[config.mk]
export PLATFORM = sky130hd
export DESIGN_NAME = ctrl_registers
export DESIGN_NICKNAME = d
export VERILOG_FILES = /design/src/hw/ctrl_pkg.sv /design/src/hw/axi_lite_regs.sv /design/src/hw/ctrl_registers.sv
export SDC_FILE = /design/constraint.sdc
export NUM_CORES = 1
export LEC_CHECK = 0
export BUFFER_PORTS_ARGS = -buffer_cell sky130_fd_sc_hd__buf_2
export CAP_MARGIN = 20
export CORE_MARGIN = 2
export CORE_UTILIZATION = 40
export CTS_CLUSTER_DIAMETER = 150
export DETAILED_ROUTE_END_ITERATION = 16
export SYNTH_ARGS = -nofsm -noshare
export SYNTH_HDL_FRONTEND = slang
export SYNTH_SLANG_ARGS = --single-unit
[constraint.sdc]
create_clock -name clk_i -period 6.92 [get_ports clk_i]
set_input_delay 0.346 -clock clk_i [delete_from_list [all_inputs] [get_ports clk_i]]
set_output_delay 0.346 -clock clk_i [all_outputs]
set_load 0.005 [all_outputs]
[src/hw/ctrl_pkg.sv]
// #####################################
// Cluster control package
// Sizes, register map and AXI-Lite types
// #####################################

`default_nettype none

package ctrl_pkg;

  // Bus and register sizes
  localparam int unsigned DataWidth = 32;
  localparam int unsigned AddrWidth = 32;
  localparam int unsigned NumRegs   = 5;
  localparam int unsigned NumBytes  = 4;
  localparam int unsigned NumCores  = 8;

  // Shared memory placement
  localparam logic [DataWidth-1:0] TcdmBaseAddr = 32'h1000_0000;
  localparam logic [DataWidth-1:0] TcdmSize     = 32'h0001_0000;

  // Register index, byte address is four times the index
  typedef enum logic [2:0] {
    REG_EOC        = 3'd0,
    REG_WAKE_UP    = 3'd1,
    REG_TCDM_START = 3'd2,
    REG_TCDM_END   = 3'd3,
    REG_NUM_CORES  = 3'd4
  } ctrl_reg_e;

  typedef enum logic [1:0] {
    RESP_OKAY   = 2'd0,
    RESP_SLVERR = 2'd2
  } axi_resp_e;

  // Master to slave
  typedef struct packed {
    logic [AddrWidth-1:0] aw_addr;
    logic                 aw_valid;
    logic [DataWidth-1:0] w_data;
    logic [NumBytes-1:0]  w_strb;
    logic                 w_valid;
    logic                 b_ready;
    logic [AddrWidth-1:0] ar_addr;
    logic                 ar_valid;
    logic                 r_ready;
  } axi_lite_req_t;

  // Slave to master
  typedef struct packed {
    logic                 aw_ready;
    logic                 w_ready;
    axi_resp_e            b_resp;
    logic                 b_valid;
    logic                 ar_ready;
    logic [DataWidth-1:0] r_data;
    axi_resp_e            r_resp;
    logic                 r_valid;
  } axi_lite_resp_t;

  // Reset contents, highest register first
  localparam logic [NumRegs-1:0][DataWidth-1:0] RegRstVal = '{
    DataWidth'(NumCores),
    TcdmBaseAddr + TcdmSize,
    TcdmBaseAddr,
    {DataWidth{1'b0}},
    {DataWidth{1'b0}}
  };

  // Start, end and core count are read-only
  localparam logic [NumRegs-1:0][NumBytes-1:0] RegReadOnly = '{
    {NumBytes{1'b1}},
    {NumBytes{1'b1}},
    {NumBytes{1'b1}},
    {NumBytes{1'b0}},
    {NumBytes{1'b0}}
  };

endpackage

`default_nettype wire

[src/hw/axi_lite_regs.sv]
// #####################################
// AXI-Lite register slave
// Byte-addressed registers with read-only
// masks and per-byte write strobes out
// #####################################

`timescale 1ns/1ps
`default_nettype none

module axi_lite_regs (
  input  logic                                             clk_i,
  input  logic                                             reset_i,
  input  ctrl_pkg::axi_lite_req_t                          axi_req_i,
  output ctrl_pkg::axi_lite_resp_t                         axi_resp_o,
  output logic [ctrl_pkg::NumRegs*ctrl_pkg::NumBytes-1:0]  wr_active_o,
  output logic [ctrl_pkg::NumRegs*ctrl_pkg::DataWidth-1:0] reg_q_o
);

  import ctrl_pkg::*;

  // Register storage, one byte per entry
  logic [NumRegs-1:0][NumBytes-1:0][7:0] reg_q;

  // Write address and data path
  logic [2:0]                       wr_idx;
  logic                             wr_in_range;
  logic                             wr_hsk;
  logic                             wr_ro_hit;
  logic [NumRegs-1:0][NumBytes-1:0] wr_en;
  axi_resp_e                        wr_resp;

  // Write response channel
  logic      b_valid_q;
  axi_resp_e b_resp_q;

  // Read address path
  logic [2:0]           rd_idx;
  logic                 rd_in_range;
  logic                 rd_hsk;
  logic [DataWidth-1:0] rd_data;
  axi_resp_e            rd_resp;

  // Read data channel
  logic                 r_valid_q;
  logic [DataWidth-1:0] r_data_q;
  axi_resp_e            r_resp_q;

  // Address decode
  // Bits [4:2] pick the register, byte offset is ignored
  assign wr_idx      = axi_req_i.aw_addr[4:2];
  assign rd_idx      = axi_req_i.ar_addr[4:2];
  assign wr_in_range = axi_req_i.aw_addr < AddrWidth'(NumRegs * NumBytes);
  assign rd_in_range = axi_req_i.ar_addr < AddrWidth'(NumRegs * NumBytes);

  // AW and W are taken together, only with no B response outstanding
  assign wr_hsk = axi_req_i.aw_valid & axi_req_i.w_valid & ~b_valid_q;

  // One read in flight at a time
  assign rd_hsk = axi_req_i.ar_valid & ~r_valid_q;

  // Byte enables after the read-only mask
  always_comb begin
    wr_ro_hit = 1'b0;
    wr_en     = '0;
    if (wr_in_range) begin
      wr_ro_hit = |(axi_req_i.w_strb & RegReadOnly[wr_idx]);
      if (wr_hsk) begin
        wr_en[wr_idx] = axi_req_i.w_strb & ~RegReadOnly[wr_idx];
      end
    end
  end

  // Any strobed read-only byte flags an error, the writable bytes still land
  assign wr_resp = (wr_in_range && !wr_ro_hit) ? RESP_OKAY : RESP_SLVERR;

  // Register array
  always_ff @(posedge clk_i) begin
    if (reset_i) begin
      reg_q <= RegRstVal;
    end else begin
      for (int r = 0; r < NumRegs; r++) begin
        for (int b = 0; b < NumBytes; b++) begin
          if (wr_en[r][b]) begin
            reg_q[r][b] <= axi_req_i.w_data[8*b +: 8];
          end
        end
      end
    end
  end

  // B valid, held until the master takes it
  always_ff @(posedge clk_i) begin
    if (reset_i) begin
      b_valid_q <= 1'b0;
    end else if (wr_hsk) begin
      b_valid_q <= 1'b1;
    end else if (axi_req_i.b_ready) begin
      b_valid_q <= 1'b0;
    end
  end

  always_ff @(posedge clk_i) begin
    if (wr_hsk) begin
      b_resp_q <= wr_resp;
    end
  end

  // Read mux
  always_comb begin
    rd_data = '0;
    rd_resp = RESP_SLVERR;
    if (rd_in_range) begin
      rd_data = reg_q[rd_idx];
      rd_resp = RESP_OKAY;
    end
  end

  // R valid, held until the master takes it
  always_ff @(posedge clk_i) begin
    if (reset_i) begin
      r_valid_q <= 1'b0;
    end else if (rd_hsk) begin
      r_valid_q <= 1'b1;
    end else if (axi_req_i.r_ready) begin
      r_valid_q <= 1'b0;
    end
  end

  // Sampled at the AR edge, so a same-edge write is not seen
  always_ff @(posedge clk_i) begin
    if (rd_hsk) begin
      r_data_q <= rd_data;
      r_resp_q <= rd_resp;
    end
  end

  // Response bundle
  always_comb begin
    axi_resp_o.aw_ready = wr_hsk;
    axi_resp_o.w_ready  = wr_hsk;
    axi_resp_o.b_resp   = b_resp_q;
    axi_resp_o.b_valid  = b_valid_q;
    axi_resp_o.ar_ready = rd_hsk;
    axi_resp_o.r_data   = r_data_q;
    axi_resp_o.r_resp   = r_resp_q;
    axi_resp_o.r_valid  = r_valid_q;
  end

  // Strobes of bytes actually written this cycle
  assign wr_active_o = wr_en;
  assign reg_q_o     = reg_q;

endmodule

`default_nettype wire

[src/hw/ctrl_registers.sv]
// #####################################
// Cluster control registers
// EOC, wake-up and memory map over AXI-Lite
// #####################################

`timescale 1ns/1ps
`default_nettype none

module ctrl_registers (
  input  logic                              clk_i,
  input  logic                              reset_i,
  // AXI-Lite slave port
  input  ctrl_pkg::axi_lite_req_t           ctrl_req_i,
  output ctrl_pkg::axi_lite_resp_t          ctrl_resp_o,
  // Cluster side
  output logic [ctrl_pkg::DataWidth-1:0]    eoc_o,
  output logic                              eoc_valid_o,
  output logic [ctrl_pkg::NumCores-1:0]     wake_up_o,
  output logic [ctrl_pkg::DataWidth-1:0]    tcdm_start_address_o,
  output logic [ctrl_pkg::DataWidth-1:0]    tcdm_end_address_o,
  output logic [ctrl_pkg::DataWidth-1:0]    num_cores_o
);

  import ctrl_pkg::*;

  logic [NumRegs-1:0][DataWidth-1:0] reg_q;
  logic [NumRegs-1:0][NumBytes-1:0]  wr_active_d;
  logic [NumRegs-1:0][NumBytes-1:0]  wr_active_q;

  logic [DataWidth-1:0] eoc;
  logic [DataWidth-1:0] wake_up;

  axi_lite_regs i_axi_lite_regs (
    .clk_i      (clk_i),
    .reset_i    (reset_i),
    .axi_req_i  (ctrl_req_i),
    .axi_resp_o (ctrl_resp_o),
    .wr_active_o(wr_active_d),
    .reg_q_o    (reg_q)
  );

  // Register slices
  assign eoc                  = reg_q[REG_EOC];
  assign wake_up              = reg_q[REG_WAKE_UP];
  assign tcdm_start_address_o = reg_q[REG_TCDM_START];
  assign tcdm_end_address_o   = reg_q[REG_TCDM_END];
  assign num_cores_o          = reg_q[REG_NUM_CORES];

  // Delay strobes by one cycle so the decode sees the new wake-up value
  always_ff @(posedge clk_i) begin
    if (reset_i) begin
      wr_active_q <= '0;
    end else begin
      wr_active_q <= wr_active_d;
    end
  end

  // Wake-up decode
  // Index below NumCores wakes one core, all ones wakes every core
  always_comb begin
    wake_up_o = '0;
    if (|wr_active_q[REG_WAKE_UP]) begin
      if (wake_up == {DataWidth{1'b1}}) begin
        wake_up_o = {NumCores{1'b1}};
      end else begin
        for (int c = 0; c < NumCores; c++) begin
          wake_up_o[c] = (wake_up == DataWidth'(c));
        end
      end
    end
  end

  // End of computation, bit 0 flags valid, upper bits carry the return code
  assign eoc_o       = eoc >> 1;
  assign eoc_valid_o = eoc[0];

endmodule

`default_nettype wire

==> results of run 1 <==
[layout by cell type, fill, tap and decap left out, drive strengths merged]
master and n:
nand2b 2, o31ai 66, or2 5, nand3 1, a211oi 1, or4 2
a22oi 32, a21oi 65, and4 7, or3 1, o211ai 1, and4b 4
buf 287, clkbuf 18, nand4b 5, nor2 35, clkinv 7, inv 9
nor3 7, conb 3, and3b 1, dfxtp 166, nor4 23, diode 3
nor2b 93, nand2 2, mux4 32, nand4 80, o21ai 8, edfxtp 34
[sequential cells by signal, summed over array words and instances, names as in the netlist]
signal	cells
i_axi_lite_regs.r_resp_q	1
i_axi_lite_regs.b_resp_q	1
wr_active_q	4
i_axi_lite_regs.r_data_q	32
i_axi_lite_regs.reg_q_o	160
i_axi_lite_regs.b_valid_q	1
i_axi_lite_regs.r_valid_q	1
[cells by family (layout without fill, tap and decap cells)]
logic type	after synthesis	after routing	synth area share
other	1	6	0.000408
AOI/OAI and AO/OA	173	173	0.121
DFF	200	200	0.472
buffers and inverters	213	321	0.147
muxes	32	32	0.0784
and+or+nand+nor	268	268	0.181
[layout make-up]
type / count / area (µm²) / area share
Sequential cell: 200 / 4340 / 0.423
Multi-Input combinational cell: 476 / 3520 / 0.343
Timing Repair Buffer: 287 / 1480 / 0.144
Clock buffer: 18 / 429 / 0.0418
Tap cell: 285 / 357 / 0.0347
Clock inverter: 14 / 133 / 0.0129
Inverter: 2 / 7.51 / 0.000730
Antenna cell: 3 / 7.51 / 0.000730
[worst min path at each step]
| stage | start | to | slack, ns | cells past startpoint |
|---|---|---|---|---|
| final | ctrl_req_i[0] | i_axi_lite_regs.r_valid_q$_SDFFE_PP0P_ | 0.1 | 2 |
| after global placement | i_axi_lite_regs.reg_q_o[112]$_SDFFE_PP1P_ | i_axi_lite_regs.reg_q_o[112]$_SDFFE_PP1P_ | 0.44 | 1 |
| after floorplan | i_axi_lite_regs.reg_q_o[92]$_SDFFE_PP1P_ | i_axi_lite_regs.reg_q_o[92]$_SDFFE_PP1P_ | 0.44 | 1 |
| after detailed placement | i_axi_lite_regs.reg_q_o[92]$_SDFFE_PP1P_ | i_axi_lite_regs.reg_q_o[92]$_SDFFE_PP1P_ | 0.45 | 1 |
| after CTS | ctrl_req_i[0] | i_axi_lite_regs.r_valid_q$_SDFFE_PP0P_ | 0.08 | 2 |
| after global routing | ctrl_req_i[0] | i_axi_lite_regs.r_valid_q$_SDFFE_PP0P_ | 0.09 | 2 |
[worst register-to-register path: cells and delay by family (launching register included)]
kind	cells	cell delay, ns
AOI/OAI and AO/OA	2	0.52
DFF	1	0.32
and+or+nand+nor	2	1.19
[per-layer routing]
metal / up-vias / track usage / wire [µm] / share of wire
met1: 3376 / 0.306 / 12400 / 0.46
met5: - / 0 / 55 / 0.0021
met3: 31 / 0.0511 / 1830 / 0.068
met2: 281 / 0.328 / 12100 / 0.45
met4: 8 / 0.0577 / 417 / 0.016
li1: 3346 / - / - / -
[through the flow]
stage / hold slack, ns / util
floorplan: 0.436 / -
global placement: 0.443 / 0.429
detailed placement: 0.452 / 0.429
CTS: 0.0841 / 0.454
global route: 0.0939 / 0.455
finish: 0.0966 / 0.455
[power by group]
| group | internal [mW] | total, mW | switching (mW) |
|---|---|---|---|
| registers | 1.19 | 1.19 | 0.00310 |
| clock network | 0.478 | 0.957 | 0.479 |
| logic | 0.0424 | 0.111 | 0.0683 |
| total | 1.71 | 2.26 | 0.550 |
==> metrics.txt, run 1 <==
# TYPE chip_impl_metric gauge
chip_impl_info{name="run_status",value="completed"} 1
chip_impl_metric{name="endpoints_failing_hold",unit=""} 0
chip_impl_info{name="cp_cell_sequence",value="or4_1, nor3_1, nand4_1, o31ai_1, buf_2"} 1
chip_impl_metric{name="final_layout_size_suffix_gt1_frac",unit=""} 0.366
chip_impl_metric{name="detailed_place_hpwl",unit="mm"} 19.1
chip_impl_metric{name="grt_remaining_overflow",unit=""} 0
chip_impl_metric{name="numCtsBuffers",unit=""} 17
chip_impl_metric{name="grt_start_max_net_pins",unit=""} 86
chip_impl_metric{name="gp_congestion",unit=""} 0.798
chip_impl_metric{name="fillerInstances",unit=""} 2226
chip_impl_metric{name="design_power_total",unit="mW"} 2.26
chip_impl_metric{name="worst_r2r_path_depth",unit=""} 4
chip_impl_metric{name="io-pin-count",unit=""} 285
chip_impl_metric{name="worst_path_depth",unit=""} 5
chip_impl_info{name="reg2reg_from",value="i_axi_lite_regs.b_valid_q$_SDFFE_PP0P_"} 1
chip_impl_metric{name="power-per-cell-area",unit="nW/µm²"} 220
chip_impl_metric{name="proportion_of_netlist_area_held_by_the_largest_area_contributor",unit=""} 0.361
chip_impl_metric{name="postCtsResizedCells",unit=""} 0
chip_impl_info{name="post-synth-top-count-cell",value="sky130_fd_sc_hd__dfxtp_1"} 1
chip_impl_metric{name="wire_length_of_the_first_global_routing_pass",unit="mm"} 39.6
chip_impl_metric{name="synth_edf_count",unit=""} 34
chip_impl_metric{name="dieWidth",unit="µm"} 156
chip_impl_metric{name="finalCriticalPeriod",unit="ns"} 2.75
chip_impl_metric{name="effective_utilization_at_floorplan",unit=""} 0.407
chip_impl_info{name="crit_family",value="simple AND/OR/NAND/NOR gates"} 1
chip_impl_metric{name="dpl_cell_area",unit="µm²"} 9690
chip_impl_metric{name="syn_area_per_cell",unit="µm²"} 10.4
chip_impl_info{name="critical_path.slowest_cell",value="sky130_fd_sc_hd__or4_1"} 1
chip_impl_metric{name="drt-wirelength-per-cell",unit="µm"} 20.9
chip_impl_metric{name="critPathMaxFanout",unit=""} 4
chip_impl_metric{name="area_enclosed_by_the_die_boundary",unit="µm²"} 24200
chip_impl_metric{name="clock_tree.htree_level_count",unit=""} 4
chip_impl_metric{name="postCtsSetupBuffers",unit=""} 0
chip_impl_info{name="synthFlopType",value="sky130_fd_sc_hd__dfxtp_1"} 1
chip_impl_metric{name="die-height",unit="µm"} 156
chip_impl_info{name="rsz0062_at_grt",value="no"} 1
chip_impl_metric{name="drt-initial-drc-count",unit=""} 574
chip_impl_metric{name="placement_row_count",unit=""} 55
chip_impl_metric{name="vdd.ir_drop.worst",unit="mV"} 0.160
chip_impl_metric{name="worst_pin_slew",unit="ns"} 0.929
chip_impl_metric{name="core_area",unit="µm²"} 22600
chip_impl_metric{name="placement.io_buffers",unit=""} 277
chip_impl_metric{name="yosysWarningCount",unit=""} 0
chip_impl_metric{name="yosys_register_bits",unit=""} 200
chip_impl_metric{name="vias",unit=""} 7042
chip_impl_metric{name="synth.distinct_cells",unit=""} 30
chip_impl_metric{name="clk_transition_reported_paths",unit="ns"} 0.07
chip_impl_metric{name="antenna_violations_before_repair",unit=""} 7
chip_impl_metric{name="final.setup.worst_slack",unit="ns"} 4.17
chip_impl_metric{name="async_reset_ff_frac",unit=""} 0
chip_impl_metric{name="final_critical_path_share_of_the_clock_period",unit=""} 0.398
chip_impl_metric{name="grt_pass1_vias",unit=""} 6503
chip_impl_metric{name="netlist_area",unit="µm²"} 9200
chip_impl_metric{name="p_leak",unit="nW"} 4.03
chip_impl_metric{name="detail_route.vias_per_cell",unit=""} 5.48
chip_impl_metric{name="area_growth_syn_to_layout",unit="%"} 11.8
chip_impl_metric{name="critical_path_buf_inv_count",unit=""} 1
chip_impl_metric{name="holdBufCountCts",unit=""} 0
chip_impl_metric{name="cts_buffer_depth",unit=""} 2
chip_impl_metric{name="setup.reg_to_reg.worst_slack",unit="ns"} 4.72
chip_impl_info{name="synth_top_cell_by_area",value="sky130_fd_sc_hd__dfxtp_1"} 1
chip_impl_metric{name="route.final.wire_length",unit="mm"} 26.8
chip_impl_info{name="start_kind",value="register"} 1
chip_impl_metric{name="tritoncts_sink_count",unit=""} 200
chip_impl_metric{name="timing.final.max_slew_violations",unit=""} 0
chip_impl_metric{name="dp_cells",unit=""} 1249
chip_impl_metric{name="track_usage",unit=""} 0.215
chip_impl_info{name="crit-reg2reg-capture",value="i_axi_lite_regs.reg_q_o[20]$_SDFFE_PP0P_"} 1
chip_impl_metric{name="synth.yosys.seq_area_share",unit=""} 0.472
chip_impl_metric{name="drtAntennaViolNets",unit=""} 0
chip_impl_info{name="critPathCapture",value="wake_up_o[1]"} 1
chip_impl_metric{name="required",unit="ns"} 6.57
chip_impl_info{name="timing.critical_path.to_type",value="primary output"} 1
chip_impl_metric{name="design.final.nets",unit=""} 1091
chip_impl_info{name="clk_root_buffer_cell",value="sky130_fd_sc_hd__clkbuf_16"} 1
chip_impl_metric{name="worst_ep_arrival_time",unit="ns"} 2.41
chip_impl_metric{name="drt_first_pass_iters",unit=""} 5
chip_impl_info{name="critPathLaunch",value="i_axi_lite_regs.reg_q_o[51]$_SDFFE_PP0P_"} 1
chip_impl_metric{name="final-instance-count-excl-fill",unit=""} 1285
chip_impl_info{name="cts_tree",value="yes"} 1
chip_impl_metric{name="tns",unit="ns"} 0
chip_impl_metric{name="timing.critical_path.slowest_cell_delay",unit="ns"} 0.53
chip_impl_metric{name="slew-limit-headroom",unit=""} 0.378
chip_impl_metric{name="preCtsSetupSlack",unit="ns"} 4.42
chip_impl_metric{name="worstSkewPairLatency",unit="ns"} 0.43
chip_impl_metric{name="fmax",unit="MHz"} 363
chip_impl_info{name="synth.area.top_cells",value="sky130_fd_sc_hd__dfxtp_1 36%, sky130_fd_sc_hd__buf_4 11%, sky130_fd_sc_hd__edfxtp_1 11%, sky130_fd_sc_hd__mux4_2 7.8%, sky130_fd_sc_hd__nor2b_1 6.3%"} 1
chip_impl_info{name="worst_min_path_class",value="primary input to register"} 1
chip_impl_info{name="synth.top_cells.by_count",value="166 x sky130_fd_sc_hd__dfxtp_1, 137 x sky130_fd_sc_hd__buf_4, 93 x sky130_fd_sc_hd__nor2b_1"} 1
chip_impl_metric{name="clock_skew",unit="ns"} 0.0103
chip_impl_metric{name="synth_cells",unit=""} 887
chip_impl_metric{name="final_design_area_no_fill",unit="µm²"} 10300
chip_impl_metric{name="max-cap-violations",unit=""} 0
chip_impl_metric{name="drt_drc",unit=""} 0
chip_impl_info{name="path_class",value="register to primary output"} 1
chip_impl_metric{name="setup-violations-final",unit=""} 0
Power figures use the tool's default switching activity.
==> inputs of run 2 (changes only) <==
- ABC_AREA: default -> 1
- clock period: 6.92 -> 2.7 ns (I/O delays scaled with it)
==> run 2 against run 1 <==
Total power grew to 2.7 times the previous value. Sequential cell count unchanged. Global-route usage shrank 1.3 points. Clock-buffer cell count down 1. Register-to-register slack got worse by 3.9 ns. Sequential share of layout area down 2.7 points. Clock power rose to 2.7 times the previous value. Combinational power grew to 3.6 times the previous value. First-iteration DRC count increased by 0.52%. Synthesized cell count increased by 50%. Hold slack got worse by 0.073 ns. Via count grew 18%. Largest power group unchanged.
==> metrics.txt, run 2 <==
# TYPE chip_impl_metric gauge
chip_impl_info{name="run_status",value="completed"} 1
chip_impl_info{name="synth.area.top_cells",value="sky130_fd_sc_hd__dfxtp_1 34%, sky130_fd_sc_hd__buf_4 11%, sky130_fd_sc_hd__nor2_1 11%, sky130_fd_sc_hd__edfxtp_1 11%, sky130_fd_sc_hd__a21oi_1 7.8%"} 1
chip_impl_metric{name="worst_pin_slew",unit="ns"} 0.779
chip_impl_metric{name="worst_ep_arrival_time",unit="ns"} 1.99
chip_impl_metric{name="final_layout_size_suffix_gt1_frac",unit=""} 0.242
chip_impl_info{name="cp_cell_sequence",value="nor2_1, nand3_1, nor2_1, and2_0, nand3_1, a21oi_1, buf_2"} 1
chip_impl_metric{name="yosysWarningCount",unit=""} 0
chip_impl_info{name="whs_endpoint",value="i_axi_lite_regs.reg_q_o[38]$_SDFFE_PP0P_"} 1
chip_impl_metric{name="clk_transition_reported_paths",unit="ns"} 0.08
chip_impl_metric{name="area_enclosed_by_the_die_boundary",unit="µm²"} 25400
chip_impl_info{name="clk_root_buffer_cell",value="sky130_fd_sc_hd__clkbuf_16"} 1
chip_impl_metric{name="timing.critical_path.slowest_cell_delay",unit="ns"} 0.37
chip_impl_metric{name="core_area",unit="µm²"} 23600
chip_impl_metric{name="grt_start_max_net_pins",unit=""} 101
chip_impl_metric{name="p_leak",unit="nW"} 5.11
chip_impl_metric{name="tns",unit="ns"} 0
chip_impl_metric{name="final_critical_path_share_of_the_clock_period",unit=""} 0.786
chip_impl_info{name="reg2reg_from",value="i_axi_lite_regs.b_valid_q$_SDFFE_PP0P_"} 1
chip_impl_info{name="critical_path.slowest_cell",value="sky130_fd_sc_hd__and2_0"} 1
chip_impl_metric{name="vdd.ir_drop.worst",unit="mV"} 0.370
chip_impl_metric{name="dieWidth",unit="µm"} 160
chip_impl_metric{name="antenna_violations_before_repair",unit=""} 0
chip_impl_metric{name="worstSkewPairLatency",unit="ns"} 0.43
chip_impl_metric{name="slew-limit-headroom",unit=""} 0.480
chip_impl_metric{name="die-height",unit="µm"} 160
chip_impl_metric{name="yosys_register_bits",unit=""} 200
chip_impl_metric{name="tritoncts_sink_count",unit=""} 200
chip_impl_metric{name="netlist_area",unit="µm²"} 9680
chip_impl_info{name="synth.top_cells.by_count",value="278 x sky130_fd_sc_hd__nor2_1, 185 x sky130_fd_sc_hd__inv_1, 166 x sky130_fd_sc_hd__dfxtp_1"} 1
chip_impl_metric{name="clock_skew",unit="ns"} 0.0129
chip_impl_metric{name="track_usage",unit=""} 0.202
chip_impl_metric{name="setup.reg_to_reg.worst_slack",unit="ns"} 0.86
chip_impl_metric{name="detailed_place_hpwl",unit="mm"} 18.8
chip_impl_info{name="cts_tree",value="yes"} 1
chip_impl_metric{name="largest_register_ff_count",unit=""} 160
chip_impl_info{name="layout_common_cells",value="277 x sky130_fd_sc_hd__nor2_1, 276 x sky130_fd_sc_hd__buf_2, 183 x sky130_fd_sc_hd__inv_1"} 1
chip_impl_metric{name="drt_drc",unit=""} 0
chip_impl_info{name="synthFlopType",value="sky130_fd_sc_hd__dfxtp_1"} 1
chip_impl_metric{name="power-per-cell-area",unit="nW/µm²"} 550
chip_impl_metric{name="drt_first_pass_iters",unit=""} 5
chip_impl_metric{name="timing.final.max_slew_violations",unit=""} 0
chip_impl_metric{name="area_growth_syn_to_layout",unit="%"} 13.4
chip_impl_metric{name="design_power_total",unit="mW"} 6.03
chip_impl_metric{name="hold-path-cell-count",unit=""} 5
chip_impl_info{name="layout.cells.most_common",value="sky130_fd_sc_hd__nor2_1"} 1
chip_impl_metric{name="postCtsSetupBuffers",unit=""} 0
chip_impl_metric{name="drtAntennaViolNets",unit=""} 0
chip_impl_metric{name="proportion_of_netlist_area_held_by_the_largest_area_contributor",unit=""} 0.343
chip_impl_metric{name="finalCriticalPeriod",unit="ns"} 2.12
chip_impl_metric{name="design.final.nets",unit=""} 1552
chip_impl_metric{name="synth_cells",unit=""} 1330
chip_impl_metric{name="effective_utilization_at_floorplan",unit=""} 0.410
chip_impl_metric{name="wire_length_of_the_first_global_routing_pass",unit="mm"} 40.8
chip_impl_metric{name="setup-violations-final",unit=""} 0
chip_impl_metric{name="gp_congestion",unit=""} 0.851
chip_impl_metric{name="synth.yosys.seq_area_share",unit=""} 0.449
chip_impl_info{name="start_kind",value="register"} 1
chip_impl_metric{name="synth_edf_count",unit=""} 34
chip_impl_metric{name="async_reset_ff_frac",unit=""} 0
chip_impl_metric{name="endpoints_failing_hold",unit=""} 0
chip_impl_info{name="path_class",value="register to primary output"} 1
chip_impl_metric{name="fillerInstances",unit=""} 2481
chip_impl_metric{name="synth.distinct_cells",unit=""} 26
chip_impl_info{name="crit-reg2reg-capture",value="i_axi_lite_regs.reg_q_o[59]$_SDFFE_PP0P_"} 1
chip_impl_metric{name="cts_buffer_depth",unit=""} 2
chip_impl_metric{name="required",unit="ns"} 2.57
chip_impl_info{name="synth_top_cell_by_area",value="sky130_fd_sc_hd__dfxtp_1"} 1
chip_impl_metric{name="max-cap-violations",unit=""} 0
chip_impl_info{name="worst_min_path_class",value="primary input to register"} 1
chip_impl_info{name="rsz0062_at_grt",value="no"} 1
chip_impl_metric{name="clock_tree.htree_level_count",unit=""} 4
chip_impl_metric{name="critPathMaxFanout",unit=""} 8
chip_impl_metric{name="grt_remaining_overflow",unit=""} 0
chip_impl_metric{name="placement.io_buffers",unit=""} 277
chip_impl_metric{name="placement_row_count",unit=""} 56
chip_impl_info{name="hold_path.startpoint",value="ctrl_req_i[46]"} 1
chip_impl_metric{name="fmax",unit="MHz"} 471
chip_impl_metric{name="worst_r2r_path_depth",unit=""} 6
chip_impl_metric{name="drt-wirelength-per-cell",unit="µm"} 14.7
chip_impl_info{name="timing.critical_path.to_type",value="primary output"} 1
chip_impl_metric{name="detail_route.vias_per_cell",unit=""} 4.66
chip_impl_metric{name="route.final.wire_length",unit="mm"} 26.1
chip_impl_metric{name="io-pin-count",unit=""} 285
chip_impl_metric{name="grt_pass1_vias",unit=""} 7612
chip_impl_metric{name="syn_area_per_cell",unit="µm²"} 7.27
chip_impl_metric{name="numCtsBuffers",unit=""} 17
chip_impl_metric{name="drt-initial-drc-count",unit=""} 577
chip_impl_info{name="post-synth-top-count-cell",value="sky130_fd_sc_hd__nor2_1"} 1
chip_impl_metric{name="vias",unit=""} 8284
==> run 2: timing repair <==
action / CTS / global route
hold buffers: 2 / 0
hold endpoints to repair: 2 / 0
resized for setup: 0 / 0
==> run 2: power breakdown <==
part | internal, mW | switching (mW)
sequential | 3.05 | 0.00904
clock | 1.26 | 1.32
combinational | 0.143 | 0.255
total | 4.45 | 1.58
==> run 2: cell type report <==
| cell class | count | area (µm²) | share of cell area |
|---|---|---|---|
| tap | 319 | 399 | 0.0364 |
| clock inverter | 15 | 179 | 0.0163 |
| timing repair buffer | 301 | 1620 | 0.148 |
| multi-input combinational | 738 | 3300 | 0.300 |
| antenna | 1 | 2.50 | 0.000228 |
| sequential | 200 | 4340 | 0.396 |
| inverter | 187 | 702 | 0.0640 |
| clock buffer | 17 | 425 | 0.0388 |
==> run 2: worst max-delay path, delay by kind of cell, from the launching register on <==
kind	cells	cell delay [ns]
simple gates	5	0.83
flops	1	0.35
compound gates	1	0.22
buf+inv	1	0.16
==> run 2: worst max-delay path by stage <==
stage | startpoint | end | slack [ns] | depth (start not counted)
3_5_place_dp | ctrl_req_i[76] | i_axi_lite_regs.reg_q_o[59]$_SDFFE_PP0P_ | 0.86 | 10
5_1_grt | i_axi_lite_regs.reg_q_o[48]$_SDFFE_PP0P_ | wake_up_o[1] | 0.35 | 7
6_report | i_axi_lite_regs.reg_q_o[50]$_SDFFE_PP0P_ | wake_up_o[2] | 0.58 | 7
4_1_cts | i_axi_lite_regs.reg_q_o[50]$_SDFFE_PP0P_ | wake_up_o[2] | 0.54 | 7
3_3_place_gp | ctrl_req_i[78] | i_axi_lite_regs.reg_q_o[63]$_SDFFE_PP0P_ | 0.87 | 10
2_1_floorplan | i_axi_lite_regs.r_valid_q$_SDFFE_PP0P_ | ctrl_resp_o[35] | 0.49 | 2
==> run 2: kinds of logic (layout without fill, tap and decap cells) <==
group / Yosys count / after routing / synth area share
simple gates: 486 / 486 / 0.210
buf+inv: 394 / 520 / 0.212
compound gates: 249 / 249 / 0.129
flops: 200 / 200 / 0.449
other cells: 1 / 4 / 0.000388
==> run 2: stage by stage <==
stage	area, µm²	std cells	hold slack [ns]	utilization	setup WS, ns
2_1_floorplan	9680	1332	0.298	-	0.490
3_3_place_gp	10300	1743	0.398	0.438	0.871
3_5_place_dp	10300	1743	0.407	0.438	0.863
4_1_cts	11000	1777	0.00760	0.465	0.536
5_1_grt	11000	1777	0.0330	0.465	0.354
6_report	11000	1778	0.0232	0.465	0.577
==> run 2: per-layer routing <==
metal | up-vias | wire length, µm | track usage
met5 | - | 0 | 0
met4 | 0 | 255 | 0.0455
met3 | 17 | 1740 | 0.0448
met2 | 283 | 11600 | 0.318
met1 | 3725 | 12600 | 0.285
li1 | 4259 | - | -
